===== src/hdl/video_scaler_defs.svh =====
`ifndef VIDEO_SCALER_DEFS_SVH
`define VIDEO_SCALER_DEFS_SVH

// source frame, kept small for short simulations
`define VS_SRC_W        16
`define VS_SRC_H        12
`define VS_FRAC_BITS    8       // fraction bits of a scale step

// display raster, horizontal part in pixels
`define VS_H_SYNC       2
`define VS_H_BACK       3
`define VS_H_DISP       16
`define VS_H_FRONT      3

// display raster, vertical part in lines
`define VS_V_SYNC       1
`define VS_V_BACK       2
`define VS_V_DISP       12
`define VS_V_FRONT      1

`define VS_FIFO_DEPTH   32

`endif


===== src/hdl/video_scaler_pkg.sv =====
`default_nettype none

`include "video_scaler_defs.svh"

package video_scaler_pkg;

    typedef struct packed
    {
        logic [4:0] r;
        logic [5:0] g;
        logic [4:0] b;
    } rgb565_t;

    typedef struct packed
    {
        logic [7:0] r;
        logic [7:0] g;
        logic [7:0] b;
    } pixel_t;

    typedef logic [4:0] coord_t;                    // holds 0..31

    // 5 integer bits, the rest fraction
    typedef logic [4+`VS_FRAC_BITS:0] step_t;

endpackage

`default_nettype wire


===== src/hdl/rgb565_unpack.sv =====
`default_nettype none

module rgb565_unpack
    import video_scaler_pkg::*;
(
    input  wire logic    hdmi_tx_pix_clk,
    input  wire logic    i_arst_n,
    input  wire logic    i_valid,
    input  wire logic    i_sof,
    input  wire rgb565_t i_data,
    output logic         o_ready,
    output logic         o_valid,
    output logic         o_sof,
    output pixel_t       o_pixel,
    input  wire logic    i_ready
);

    logic ready_en;

    // keeps ready low through reset and its release cycle
    always_ff @(posedge hdmi_tx_pix_clk or negedge i_arst_n)
    begin
        if (!i_arst_n)
            ready_en <= 1'b0;
        else
            ready_en <= 1'b1;
    end

    assign o_ready = ready_en && (!o_valid || i_ready);   // empty or draining now

    always_ff @(posedge hdmi_tx_pix_clk or negedge i_arst_n)
    begin
        if (!i_arst_n)
            o_valid <= 1'b0;
        else if (o_ready)
            o_valid <= i_valid;
    end

    // widen by replicating the top bits into the low bits
    always_ff @(posedge hdmi_tx_pix_clk)
    begin
        if (i_valid && o_ready)
        begin
            o_sof     <= i_sof;
            o_pixel.r <= {i_data.r, i_data.r[4:2]};
            o_pixel.g <= {i_data.g, i_data.g[5:4]};
            o_pixel.b <= {i_data.b, i_data.b[4:2]};
        end
    end

endmodule

`default_nettype wire


===== src/hdl/scale_step_divider.sv =====
`default_nettype none

module scale_step_divider
    import video_scaler_pkg::*;
(
    input  wire logic   hdmi_tx_pix_clk,
    input  wire logic   i_arst_n,
    input  wire logic   i_start,
    input  wire step_t  i_dividend,
    input  wire coord_t i_divisor,
    output logic        o_done,
    output step_t       o_quotient
);

    localparam int QW = $bits(step_t);
    localparam int RW = $bits(coord_t) + 1;          // one spare bit for the trial shift

    logic                    busy;
    logic [$clog2(QW)-1:0]   cnt;                    // iterations still to go
    logic [RW-1:0]           rem_q;
    logic [RW-1:0]           rem_in;
    logic [RW-1:0]           rem_sh;
    logic [RW-1:0]           rem_nx;
    step_t                   quo_in;
    step_t                   quo_nx;
    coord_t                  div_q;
    coord_t                  div_in;
    logic                    fits;

    // one restoring step, the start cycle already does the first bit
    always_comb
    begin
        rem_in = i_start ? '0 : rem_q;
        quo_in = i_start ? i_dividend : o_quotient;
        div_in = i_start ? i_divisor : div_q;
        rem_sh = {rem_in[RW-2:0], quo_in[QW-1]};
        fits   = rem_sh >= {1'b0, div_in};
        rem_nx = fits ? rem_sh - {1'b0, div_in} : rem_sh;
        quo_nx = {quo_in[QW-2:0], fits};
    end

    always_ff @(posedge hdmi_tx_pix_clk or negedge i_arst_n)
    begin
        if (!i_arst_n)
        begin
            busy   <= 1'b0;
            cnt    <= '0;
            o_done <= 1'b0;
        end
        else
        begin
            o_done <= 1'b0;
            if (i_start)
            begin
                busy <= 1'b1;
                cnt  <= ($clog2(QW))'(QW - 1);
            end
            else if (busy)
            begin
                cnt <= cnt - 1'b1;
                if (cnt == 1)                         // last quotient bit
                begin
                    busy   <= 1'b0;
                    o_done <= 1'b1;
                end
            end
        end
    end

    // dividend shifts out as the quotient shifts in
    always_ff @(posedge hdmi_tx_pix_clk)
    begin
        if (i_start || busy)
        begin
            rem_q      <= rem_nx;
            o_quotient <= quo_nx;
        end
        if (i_start)
            div_q <= i_divisor;
    end

endmodule

`default_nettype wire


===== src/hdl/nearest_decimator.sv =====
`default_nettype none

`include "video_scaler_defs.svh"

module nearest_decimator
    import video_scaler_pkg::*;
(
    input  wire logic   hdmi_tx_pix_clk,
    input  wire logic   i_arst_n,
    input  wire logic   i_valid,
    input  wire logic   i_sof,
    input  wire pixel_t i_pixel,
    output logic        o_ready,
    output logic        o_valid,
    output pixel_t      o_pixel,
    input  wire logic   i_ready,
    input  wire coord_t i_dst_w,
    input  wire coord_t i_dst_h,
    output coord_t      o_dst_w,
    output coord_t      o_dst_h
);

    localparam int     FB    = `VS_FRAC_BITS;
    localparam coord_t SRC_W = coord_t'(`VS_SRC_W);
    localparam coord_t SRC_H = coord_t'(`VS_SRC_H);
    localparam step_t  NUM_W = step_t'(`VS_SRC_W << `VS_FRAC_BITS);
    localparam step_t  NUM_H = step_t'(`VS_SRC_H << `VS_FRAC_BITS);

    typedef enum logic [1:0] {S_WAIT, S_DIVW, S_DIVH, S_RUN} state_t;

    state_t state;
    logic   first;                                   // frame's sof pixel not yet taken
    logic   div_start;
    logic   div_done;
    step_t  div_num;
    coord_t div_den;
    step_t  div_quo;
    step_t  step_w;
    step_t  step_h;
    step_t  acc_x;                                   // next wanted column, fixed point
    step_t  acc_y;
    coord_t col;
    coord_t row;
    coord_t kx;                                      // columns forwarded on this line
    coord_t ky;
    coord_t dst_w_c;
    coord_t dst_h_c;
    logic   new_frame;
    logic   out_free;
    logic   take;
    logic   hit_x;
    logic   hit_y;

    assign dst_w_c = (i_dst_w == '0 || i_dst_w > SRC_W) ? SRC_W : i_dst_w;
    assign dst_h_c = (i_dst_h == '0 || i_dst_h > SRC_H) ? SRC_H : i_dst_h;

    assign out_free  = !o_valid || i_ready;
    assign new_frame = i_valid && i_sof && !first;
    assign take      = (state == S_RUN) && i_valid && o_ready;
    assign hit_x     = (col == acc_x[FB +: $bits(coord_t)]) && (kx != o_dst_w);
    assign hit_y     = (row == acc_y[FB +: $bits(coord_t)]) && (ky != o_dst_h);

    always_comb
    begin
        case (state)
            S_WAIT:  o_ready = !i_sof;               // drop strays before a frame
            S_RUN:   o_ready = out_free && !new_frame;
            default: o_ready = 1'b0;                 // sof pixel held during divides
        endcase
    end

    assign div_num = (state == S_DIVW) ? NUM_W : NUM_H;
    assign div_den = (state == S_DIVW) ? o_dst_w : o_dst_h;

    scale_step_divider u_divider (
        .hdmi_tx_pix_clk (hdmi_tx_pix_clk),
        .i_arst_n        (i_arst_n),
        .i_start         (div_start),
        .i_dividend      (div_num),
        .i_divisor       (div_den),
        .o_done          (div_done),
        .o_quotient      (div_quo)
    );

    always_ff @(posedge hdmi_tx_pix_clk or negedge i_arst_n)
    begin
        if (!i_arst_n)
        begin
            state     <= S_WAIT;
            first     <= 1'b0;
            div_start <= 1'b0;
            o_dst_w   <= '0;
            o_dst_h   <= '0;
        end
        else
        begin
            div_start <= 1'b0;
            case (state)
                S_WAIT, S_RUN:
                begin
                    if (i_valid && i_sof && !(state == S_RUN && first))
                    begin
                        state     <= S_DIVW;
                        div_start <= 1'b1;
                        o_dst_w   <= dst_w_c;
                        o_dst_h   <= dst_h_c;
                    end
                    else if (take)
                        first <= 1'b0;
                end
                S_DIVW:
                begin
                    if (div_done)
                    begin
                        state     <= S_DIVH;
                        div_start <= 1'b1;
                    end
                end
                default:
                begin
                    if (div_done)
                    begin
                        state <= S_RUN;
                        first <= 1'b1;
                    end
                end
            endcase
        end
    end

    always_ff @(posedge hdmi_tx_pix_clk)
    begin
        if (state == S_DIVW && div_done)
            step_w <= div_quo;
        if (state == S_DIVH && div_done)
            step_h <= div_quo;
    end

    // source position against the next wanted column and row
    always_ff @(posedge hdmi_tx_pix_clk or negedge i_arst_n)
    begin
        if (!i_arst_n)
        begin
            col   <= '0;
            row   <= '0;
            kx    <= '0;
            ky    <= '0;
            acc_x <= '0;
            acc_y <= '0;
        end
        else if (state == S_DIVH && div_done)
        begin
            col   <= '0;
            row   <= '0;
            kx    <= '0;
            ky    <= '0;
            acc_x <= '0;
            acc_y <= '0;
        end
        else if (take)
        begin
            if (col == SRC_W - 1'b1)                  // end of source line
            begin
                col   <= '0;
                kx    <= '0;
                acc_x <= '0;
                row   <= row + 1'b1;
                if (hit_y)
                begin
                    acc_y <= acc_y + step_h;
                    ky    <= ky + 1'b1;
                end
            end
            else
            begin
                col <= col + 1'b1;
                if (hit_x)
                begin
                    acc_x <= acc_x + step_w;
                    kx    <= kx + 1'b1;
                end
            end
        end
    end

    always_ff @(posedge hdmi_tx_pix_clk or negedge i_arst_n)
    begin
        if (!i_arst_n)
            o_valid <= 1'b0;
        else if (out_free)
            o_valid <= take && hit_x && hit_y;
    end

    always_ff @(posedge hdmi_tx_pix_clk)
    begin
        if (take && hit_x && hit_y)
            o_pixel <= i_pixel;
    end

endmodule

`default_nettype wire


===== src/hdl/pixel_fifo.sv =====
`default_nettype none

module pixel_fifo #(
    parameter type payload_t = logic [23:0],
    parameter int  DEPTH     = 32
) (
    input  wire logic     hdmi_tx_pix_clk,
    input  wire logic     i_arst_n,
    input  wire logic     i_valid,
    input  wire payload_t i_data,
    output logic          o_ready,
    output logic          o_valid,
    output payload_t      o_data,
    input  wire logic     i_ready
);

    localparam int AW = $clog2(DEPTH);
    localparam int CW = $clog2(DEPTH + 1);

    payload_t        mem [DEPTH];
    logic [AW-1:0]   wr_ptr;
    logic [AW-1:0]   rd_ptr;
    logic [CW-1:0]   count;
    logic            wr_en;
    logic            rd_en;

    assign o_ready = count != CW'(DEPTH);            // not full
    assign o_valid = count != '0;                    // not empty
    assign o_data  = mem[rd_ptr];                    // head, no read latency
    assign wr_en   = i_valid && o_ready;
    assign rd_en   = o_valid && i_ready;

    always_ff @(posedge hdmi_tx_pix_clk)
    begin
        if (wr_en)
            mem[wr_ptr] <= i_data;
    end

    always_ff @(posedge hdmi_tx_pix_clk or negedge i_arst_n)
    begin
        if (!i_arst_n)
        begin
            wr_ptr <= '0;
            rd_ptr <= '0;
            count  <= '0;
        end
        else
        begin
            if (wr_en)
                wr_ptr <= (wr_ptr == AW'(DEPTH - 1)) ? '0 : wr_ptr + 1'b1;
            if (rd_en)
                rd_ptr <= (rd_ptr == AW'(DEPTH - 1)) ? '0 : rd_ptr + 1'b1;
            if (wr_en && !rd_en)
                count <= count + 1'b1;
            else if (rd_en && !wr_en)
                count <= count - 1'b1;
        end
    end

endmodule

`default_nettype wire


===== src/hdl/display_timing_gen.sv =====
`default_nettype none

`include "video_scaler_defs.svh"

module display_timing_gen
    import video_scaler_pkg::*;
(
    input  wire logic   hdmi_tx_pix_clk,
    input  wire logic   i_arst_n,
    input  wire coord_t i_dst_w,
    input  wire coord_t i_dst_h,
    input  wire logic   i_valid,
    input  wire pixel_t i_pixel,
    output logic        o_ready,
    output logic        o_vs,
    output logic        o_hs,
    output logic        o_de,
    output pixel_t      o_data,
    output logic        o_underflow
);

    localparam int H_TOTAL = `VS_H_SYNC + `VS_H_BACK + `VS_H_DISP + `VS_H_FRONT;
    localparam int V_TOTAL = `VS_V_SYNC + `VS_V_BACK + `VS_V_DISP + `VS_V_FRONT;
    localparam int H_START = `VS_H_SYNC + `VS_H_BACK;
    localparam int V_START = `VS_V_SYNC + `VS_V_BACK;
    localparam int HW      = $clog2(H_TOTAL);
    localparam int VW      = $clog2(V_TOTAL);

    logic          running;
    logic [HW-1:0] h_cnt;
    logic [VW-1:0] v_cnt;
    logic          h_end;
    logic          v_end;
    logic          h_act;
    logic          v_act;
    logic          frame_start;
    logic          de;
    coord_t        x;
    coord_t        y;
    coord_t        win_w;                            // window for the current frame
    coord_t        win_h;

    assign h_end = h_cnt == HW'(H_TOTAL - 1);
    assign v_end = v_cnt == VW'(V_TOTAL - 1);
    assign h_act = h_cnt >= HW'(H_START) && h_cnt < HW'(H_START + `VS_H_DISP);
    assign v_act = v_cnt >= VW'(V_START) && v_cnt < VW'(V_START + `VS_V_DISP);
    assign x     = coord_t'(h_cnt - HW'(H_START));
    assign y     = coord_t'(v_cnt - VW'(V_START));

    // first pixel in the FIFO kicks off the raster, then each wrap
    assign frame_start = running ? (h_end && v_end) : i_valid;

    assign de      = running && h_act && v_act && (x < win_w) && (y < win_h);
    assign o_ready = de;                              // one pop per de cycle

    always_ff @(posedge hdmi_tx_pix_clk or negedge i_arst_n)
    begin
        if (!i_arst_n)
        begin
            running <= 1'b0;
            h_cnt   <= '0;
            v_cnt   <= '0;
            win_w   <= '0;
            win_h   <= '0;
        end
        else
        begin
            if (i_valid)
                running <= 1'b1;                      // never stops afterwards
            if (frame_start)
            begin
                win_w <= i_dst_w;
                win_h <= i_dst_h;
            end
            if (running)
            begin
                h_cnt <= h_end ? '0 : h_cnt + 1'b1;
                if (h_end)
                    v_cnt <= v_end ? '0 : v_cnt + 1'b1;
            end
        end
    end

    // final register stage, one cycle behind the counters
    always_ff @(posedge hdmi_tx_pix_clk or negedge i_arst_n)
    begin
        if (!i_arst_n)
        begin
            o_vs        <= 1'b0;
            o_hs        <= 1'b0;
            o_de        <= 1'b0;
            o_data      <= '0;
            o_underflow <= 1'b0;
        end
        else
        begin
            o_hs   <= running && h_cnt < HW'(`VS_H_SYNC);
            o_vs   <= running && v_cnt < VW'(`VS_V_SYNC);
            o_de   <= de;
            o_data <= (de && i_valid) ? i_pixel : '0; // starved pixel shows black
            if (de && !i_valid)
                o_underflow <= 1'b1;                  // sticky
        end
    end

endmodule

`default_nettype wire


===== src/hdl/video_scaler_top.sv =====
`default_nettype none

`include "video_scaler_defs.svh"

module video_scaler_top
    import video_scaler_pkg::*;
(
    input  wire logic    hdmi_tx_pix_clk,
    input  wire logic    i_arst_n,
    input  wire logic    i_valid,
    input  wire logic    i_sof,
    input  wire rgb565_t i_data,
    input  wire coord_t  i_dst_w,
    input  wire coord_t  i_dst_h,
    output logic         o_ready,
    output logic         o_vs,
    output logic         o_hs,
    output logic         o_de,
    output pixel_t       o_data,
    output logic         o_underflow
);

    logic   unp_valid;
    logic   unp_sof;
    pixel_t unp_pixel;
    logic   dec_ready;
    logic   dec_valid;
    pixel_t dec_pixel;
    coord_t dst_w;
    coord_t dst_h;
    logic   fifo_ready;
    logic   fifo_valid;
    pixel_t fifo_pixel;
    logic   tg_ready;

    rgb565_unpack u_unpack (
        .hdmi_tx_pix_clk (hdmi_tx_pix_clk),
        .i_arst_n        (i_arst_n),
        .i_valid         (i_valid),
        .i_sof           (i_sof),
        .i_data          (i_data),
        .o_ready         (o_ready),
        .o_valid         (unp_valid),
        .o_sof           (unp_sof),
        .o_pixel         (unp_pixel),
        .i_ready         (dec_ready)
    );

    nearest_decimator u_decimator (
        .hdmi_tx_pix_clk (hdmi_tx_pix_clk),
        .i_arst_n        (i_arst_n),
        .i_valid         (unp_valid),
        .i_sof           (unp_sof),
        .i_pixel         (unp_pixel),
        .o_ready         (dec_ready),
        .o_valid         (dec_valid),
        .o_pixel         (dec_pixel),
        .i_ready         (fifo_ready),
        .i_dst_w         (i_dst_w),
        .i_dst_h         (i_dst_h),
        .o_dst_w         (dst_w),
        .o_dst_h         (dst_h)
    );

    pixel_fifo #(
        .payload_t (pixel_t),
        .DEPTH     (`VS_FIFO_DEPTH)
    ) u_fifo (
        .hdmi_tx_pix_clk (hdmi_tx_pix_clk),
        .i_arst_n        (i_arst_n),
        .i_valid         (dec_valid),
        .i_data          (dec_pixel),
        .o_ready         (fifo_ready),
        .o_valid         (fifo_valid),
        .o_data          (fifo_pixel),
        .i_ready         (tg_ready)
    );

    display_timing_gen u_timing (
        .hdmi_tx_pix_clk (hdmi_tx_pix_clk),
        .i_arst_n        (i_arst_n),
        .i_dst_w         (dst_w),
        .i_dst_h         (dst_h),
        .i_valid         (fifo_valid),
        .i_pixel         (fifo_pixel),
        .o_ready         (tg_ready),
        .o_vs            (o_vs),
        .o_hs            (o_hs),
        .o_de            (o_de),
        .o_data          (o_data),
        .o_underflow     (o_underflow)
    );

endmodule

`default_nettype wire


===== config.mk =====
export PLATFORM = sky130hd
export DESIGN_NAME = video_scaler_top
export DESIGN_NICKNAME = d
export VERILOG_FILES = /design/src/hdl/video_scaler_pkg.sv /design/src/hdl/rgb565_unpack.sv /design/src/hdl/scale_step_divider.sv /design/src/hdl/nearest_decimator.sv /design/src/hdl/pixel_fifo.sv /design/src/hdl/display_timing_gen.sv /design/src/hdl/video_scaler_top.sv
export VERILOG_INCLUDE_DIRS = /design/src /design/src/hdl
export SDC_FILE = /design/constraint.sdc
export NUM_CORES = 1
export LEC_CHECK = 0
export CORE_MARGIN = 3
export CORE_UTILIZATION = 45
export DETAILED_ROUTE_END_ITERATION = 6
export DONT_BUFFER_PORTS = 1
export PLACE_DENSITY = 0.69
export SKIP_LAST_GASP = 1
export SLEW_MARGIN = 40
export SYNTH_ARGS = -nofsm -noshare
export SYNTH_HDL_FRONTEND = slang
export SYNTH_HIERARCHICAL = 1
export SYNTH_SLANG_ARGS = --single-unit

===== constraint.sdc =====
create_clock -name hdmi_tx_pix_clk -period 6.4 [get_ports hdmi_tx_pix_clk]
set_input_delay 0.96 -clock hdmi_tx_pix_clk [delete_from_list [all_inputs] [get_ports hdmi_tx_pix_clk]]
set_output_delay 0.96 -clock hdmi_tx_pix_clk [all_outputs]
set_load 0.005 [all_outputs]

After elaboration in Yosys (flattened, before gate mapping)
Memories as Yosys holds them, arrays and structs flattened.
Index checks and enable logic that the tools add are counted.
{"block": "op_classes", "addsub": 16, "n_lt_le_gt_ge": 11, "n_eq_ne": 18, "muxes": 60, "bitwise": 1, "reduce_logical": 62}
{"cell": "13-bit two-way mux", "count": 10}
{"cell": "5-bit two-way mux", "count": 23}
{"cell": "5-bit by 1-bit adder with 5-bit output (second input constant)", "count": 7}
{"cell": "1-bit logical AND", "count": 29}
{"cell": "13-bit adder", "count": 2}
{"cell": "24-bit two-way mux", "count": 1}
{"cell": "5-bit == test (second input constant)", "count": 3}
{"cell": "1-bit two-way mux", "count": 14}
{"cell": "4-bit two-way mux", "count": 3}
{"cell": "6-bit two-way mux", "count": 2}
{"cell": "2-bit nonzero test", "count": 6}
{"cell": "5-bit == test", "count": 2}
{"cell": "5-bit logical NOT", "count": 2}
{"cell": "5-bit less-than comparator", "count": 2}
{"cell": "5-bit inequality test", "count": 2}
{"cell": "1-bit logical NOT", "count": 9}
{"cell": "2-bit AND reduction", "count": 4}
{"cell": "6-bit by 1-bit adder with 6-bit output (second input constant)", "count": 1}
{"cell": "6-bit by 5-bit greater-or-equal comparator with 1-bit output", "count": 1}
{"cell": "2-bit two-way mux", "count": 3}
{"cell": "6-bit inequality test (second input constant)", "count": 1}
{"cell": "1-bit case mux with 2 select lines", "count": 3}
{"cell": "3-bit AND reduction", "count": 2}
{"cell": "6-bit nonzero test", "count": 1}
{"cell": "28 further kinds", "count": 35}
{"block": "totals", "reg_bits": 231, "ramBits": 768, "output_inout_bits": 29, "wordCells": 213, "n_memories": 1}
{"name": "u_fifo.mem", "depth": 32, "width": 24, "read_ports": 1, "rd_clocked_by_memory_dff": 0, "wr": 1, "line": "pixel_fifo.sv:20", "source": "payload_t mem [DEPTH];"}

Longest topological paths before layout
{"block": "depth", "depth_word": 10, "mapped_depth": 19, "ltp_nobuf": 18}

By module
The synthesis kept the hierarchy.
{"mod": "pixel_fifo", "instances": 1, "cells_per_inst": 1413, "area_each_um2": 30299.1}
{"mod": "nearest_decimator", "instances": 1, "cells_per_inst": 472, "area_each_um2": 5585.4}
{"mod": "display_timing_gen", "instances": 1, "cells_per_inst": 209, "area_each_um2": 2301.0}
{"mod": "scale_step_divider", "instances": 1, "cells_per_inst": 106, "area_each_um2": 1416.4}
{"mod": "rgb565_unpack", "instances": 1, "cells_per_inst": 34, "area_each_um2": 656.9}

Worst setup path after synthesis
No wires, ideal clock.
{"block": "synth_path", "path_kind": "reg-to-reg", "startpoint": "register u_timing.h_cnt[0]", "endpoint": "register u_fifo.count[4]", "arrival_ns": 3.707, "required_time_ns": 6.265, "slack_ns": 2.558, "stages_incl_launch_ff": 20, "n_path_buf": 1, "path_cell_list": "dfrtp_1 -> inv_1 -> ha_1 -> inv_1 -> a21oi_1 -> xor2_1 -> ha_1 -> a211oi_1 -> and4b_1 -> o311ai_4 -> buf_6 -> nor3_1 -> o31ai_4 -> ha_1 -> inv_1 -> ha_1 -> nor2b_1 -> o21ai_0 -> nor3b_1 -> o31ai_1"}
{"block": "synth_via", "elab_chain_cells": 10, "word_cells_on_any_way": 15}
{"item": "start: declaration", "line": "display_timing_gen.sv:30", "source": "logic [HW-1:0] h_cnt;"}
{"item": "start signal: assignment", "line": "display_timing_gen.sv:77", "source": "h_cnt <= h_end ? '0 : h_cnt + 1'b1;"}
{"item": "branches (longest 4 deep; another with 5-bit by 3-bit subtractor with 5-bit output)"}
{"item": "1-bit logical AND (*) (2 in a row)", "line": "display_timing_gen.sv:53", "source": "assign de = running && h_act && v_act && (x < win_w) && (y < win_h);"}
{"item": "named net tg_ready", "line": "video_scaler_top.sv:34", "source": "logic tg_ready;"}
{"item": "1-bit logical AND (*)", "line": "pixel_fifo.sv:31", "source": "assign rd_en = o_valid && i_ready;"}
{"item": "1-bit logical NOT", "line": "pixel_fifo.sv:53", "source": "if (wr_en && !rd_en)"}
{"item": "1-bit logical AND", "line": "pixel_fifo.sv:53"}
{"item": "6-bit two-way mux / 2-bit nonzero test (equally long branches)"}
{"item": "end signal: assignment", "line": "pixel_fifo.sv:54", "source": "count <= count + 1'b1;"}
{"item": "end signal: assignment", "line": "pixel_fifo.sv:56", "source": "count <= count - 1'b1;"}
{"item": "end: declaration", "line": "pixel_fifo.sv:23", "source": "logic [CW-1:0] count;"}
Mark *: on every way through the listed nets, which the timed path passes.
A chain may end at the register's enable or synchronous reset.

Worst setup path after layout
{"block": "layout_path", "startpoint": "register u_timing.h_cnt[0]", "endpoint": "register u_fifo.count[5]"}
The elaborated chain is that of the path after synthesis.

==> key figures <==
Status
  – Status: completed

Min path
  – Min-Delay Path Class: in -> async

Worst setup path
  – Crit-path slowest cell: dfrtp_1
  – CP required: 6940 ps
  – CP max stage delay: 450 ps
  – CP Capture Type: register
  – WP data arrival: 4990 ps
  – CP Cell Sequence: inv_1 -> ha_1 -> inv_1 -> a21oi_1 -> xor2_1 -> ha_1 -> a211oi_1 -> and4b_1 -> o311ai_4 -> buf_4 -> nor3_1 -> o31ai_4 -> ha_1 -> inv_1 -> ha_1 -> a211oi_1 -> a21oi_1 -> o21a_1 -> nor3_1
  – FF-to-FF End: u_fifo/count[5]$_DFFE_PN0P_
  – CP Launch Type: register
  – Worst-path maximum fanout: 26
  – R2r startpoint: u_timing/h_cnt[0]$_DFFE_PN0P_
  – CP startpoint: u_timing/h_cnt[0]$_DFFE_PN0P_
  – CP most frequent cell: ha_1
  – Depth of the worst register-to-register path: 19
  – Critical path class: reg -> reg
  – R2R Setup Slk: 1940 ps

Placed design
  – Dpl hpwl: 52800 um
  – Final Wtd Congestion: 0.795
  – Area of placed instances: 42000 um^2
  – PortBufs: 0
  – Placed cell count: 3368

Synth
  – Synth Register Bits: 991
  – Post-Synth Adder-Cell Area: 2.31%
  – Register area share after synthesis: 72.1%
  – Post-synthesis simple-gate area fraction: 3.89%
  – Complex-gate fraction of the synthesized area: 6.50%
  – Syn_area_per_cell: 18.0 um^2
  – Post-synth EDFFs: 853
  – Largest family of logic cells by synthesized area: multiplexers
  – Mux share of post-synthesis cell area: 11.8%
  – Synth Warn #: 6
  – XOR/XNOR share of the synthesized area: 1.31%
  – Post-synthesis async set-or-reset flop share: 13.4%
  – Netlist Area Pre-Place: 40300 um^2
  – Synth cell types: 87
  – Synth Instances: 2234
  – Synth Flop Type: edfxtp_1

Clocking
  – Clk_lat worst skew: 670 ps
  – Post-CTS Setup Repair Bufs: 0
  – Clock Root Buffer: clkbuf_16
  – Clk slew on worst S/H paths: 60 ps
  – Clk buf depth: 3
  – # H-tree levels: 3
  – TritonCTS clock tree: done
  – Total CTS buffers: 96
  – Clk sinks: 991

STA
  – Tcrit/Tclk final: 69.6%
  – Worst slew margin: 43.2%
  – WHS: 157 ps
  – Setup_tns: 0 ps
  – Final Hold Viols: 0
  – Minimum clock period: 4460 ps
  – RSZ-0062 raised after global routing: false
  – Final setup violation count: 0
  – F_max: 0.224 GHz
  – Worst-margin pin slew: 852 ps
  – Max-slew violations: 0
  – Worst Clk Skew: 45.9 ps

Floorplanning
  – Initial Util: 45.5%
  – Vert. Die Dim: 305 um
  – Chip width: 305 um
  – Die area: 93100 um^2
  – Site Rows: 109
  – Core footprint: 88500 um^2
  – IO Pins: 59

Drt
  – Residual DRC: 0
  – Initial drt markers: 1982
  – Total Wirelength: 88700 um
  – Detail Route Antenna Nets: 0
  – Drt pass-1 iters: 5
  – Via-to-Cell Ratio: 5.90
  – Drt wl/cell: 24.9 um
  – DR vias: 21000

Final layout
  – Util after Layout: 51.2%
  – Non-filler instance count after layout: 3563
  – Cell area after layout: 45300 um^2
  – Area growth syn-to-layout: 12.6%
  – Share of cells above drive strength 1: 20.7%
  – Nets@finish: 2413
  – Fillers: 6843

GRT
  – First-pass GRT wire length: 136000 um
  – Antenna violations before repair: 10
  – GRT Resource Usage Total: 19.1%
  – Total congestion overflow: 0
  – Vias in the first global route: 21600
  – Pin count of the biggest net entering global routing: 106

Flow run
  – Number of max-cap violations: 0

Power and ir drop
  – Peak supply drop: 0.211 mV
  – Pwr dens: 326 nW/um^2
  – Static leakage: 0.0150 uW
==> kinds of logic after synthesis <==
family                   Yosys count
multiplexers                     289
AND/OR/NAND/NOR                  310
AO/OA/AOI/OAI                    348
flip-flops                       991
other                              2
buffers and inverters            162
XOR/XNOR                          60
adder cells (fa/ha/maj)           72
==> routing by layer <==
layer | vias up | GRT usage, % | wire length, um
met2 | 815 | 30.9 | 43000
met3 | 125 | 3.93 | 7010
met1 | 11000 | 26.5 | 36600
met4 | 8 | 5.80 | 1990
met5 | - | 0 | 48
li1 | 9101 | - | -
==> flip-flops by register name, indices dropped and copies added, names as in the netlist, 6 cells and up <==
| signal | count |
|---|---|
| u_decimator/u_divider/o_quotient | 13 |
| u_decimator/step_w | 13 |
| u_decimator/step_h | 13 |
| u_decimator/o_pixel | 24 |
| u_fifo/count | 6 |
| u_decimator/acc_x | 13 |
| u_fifo/mem | 768 |
| u_timing/o_data | 24 |
| u_decimator/acc_y | 13 |
| u_unpack/o_pixel | 16 |
==> worst max-delay path, delay by kind of cell (launching register included) <==
| family | cells | cell delay, ps |
|---|---|---|
| AO/OA/AOI/OAI | 7 | 1260 |
| adder cells (fa/ha/maj) | 4 | 1060 |
| AND/OR/NAND/NOR | 3 | 800 |
| buffers and inverters | 4 | 630 |
| flip-flops | 1 | 450 |
| XOR/XNOR | 1 | 170 |
==> metrics by stage <==
stage	setup WS [ps]	power (uW)
after floorplan	2560	8830
after global placement	2190	9210
after detailed placement	1980	9310
after CTS	1950	14900
after global routing	1610	15400
final	1940	14800
==> cell type report <==
class | instances | area, um^2 | area share (%)
Sequential cell | 991 | 29100 | 64.1
Timing Repair Buffer | 86 | 882 | 1.95
Inverter | 46 | 173 | 0.381
Clock buffer | 146 | 2780 | 6.14
Multi-Input combinational cell | 1090 | 10600 | 23.3
Tap cell | 1165 | 1460 | 3.22
Clock inverter | 34 | 390 | 0.861
Antenna cell | 5 | 12.5 | 0.0276
==> worst max path at each step <==
| stage | endpoint | slack (ps) | cells past startpoint |
|---|---|---|---|
| 6_report | u_fifo/count[5]$_DFFE_PN0P_ | 1940 | 19 |
| 2_1_floorplan | u_fifo/count[4]$_DFFE_PN0P_ | 2560 | 19 |
| 3_5_place_dp | u_fifo/count[4]$_DFFE_PN0P_ | 1980 | 19 |
| 5_1_grt | u_fifo/count[4]$_DFFE_PN0P_ | 1610 | 19 |
| 3_3_place_gp | u_fifo/count[5]$_DFFE_PN0P_ | 2190 | 19 |
| 4_1_cts | u_fifo/count[4]$_DFFE_PN0P_ | 1950 | 19 |
==> timing repair <==
action	CTS	global route
endpoints found under the hold margin	105	0
resized for setup	0	0
hold buffers	2	0
==> Yosys cell counts (all sizes together), types with 7 or more instances <==
| cell type | n | share of area, % |
|---|---|---|
| clkbuf | 52 | 0.49 |
| nor4 | 28 | 0.45 |
| o221ai | 24 | 0.52 |
| a22o | 45 | 0.98 |
| mux4 | 144 | 8.1 |
| inv | 45 | 0.42 |
| o22ai | 24 | 0.37 |
| a21oi | 87 | 1.1 |
| mux2i | 111 | 2.8 |
| nor2b | 13 | 0.20 |
| a21o | 10 | 0.19 |
| nand3 | 24 | 0.33 |
| a2111oi | 24 | 0.85 |
| xor2 | 24 | 0.52 |
| edfxtp | 853 | 64 |
| nand3b | 7 | 0.13 |
| nand2 | 87 | 0.82 |
| buf | 64 | 1.2 |
| ha | 68 | 2.1 |
| nor3 | 15 | 0.20 |
| nand2b | 11 | 0.17 |
| a211oi | 12 | 0.22 |
| dfrtp | 133 | 8.3 |
| mux2 | 34 | 0.95 |
| xnor2 | 36 | 0.78 |
| o21ai | 49 | 0.61 |
| nor2 | 80 | 0.75 |
| a22oi | 24 | 0.45 |
==> cells in the final DEF, fill, tap and decap left out, drive strengths merged, types with 25 or more instances in the layout <==
| cell | count |
|---|---|
| a21oi | 87 |
| buf | 86 |
| xnor2 | 36 |
| dfrtp | 133 |
| edfxtp | 853 |
| clkinv | 25 |
| mux4 | 144 |
| ha | 68 |
| o21ai | 49 |
| nand2 | 87 |
| inv | 48 |
| mux2i | 111 |
| nor2 | 80 |
| nor4 | 28 |
| a22o | 45 |
| clkbuf | 146 |
| mux2 | 34 |
==> report_power, final <==
| part | switching [uW] | internal [uW] | leakage, uW |
|---|---|---|---|
| clock | 2350 | 3230 | 0.00154 |
| sequential | 270 | 7280 | 0.00952 |
| combinational | 976 | 692 | 0.00394 |
(Power assumes the default switching activity.)
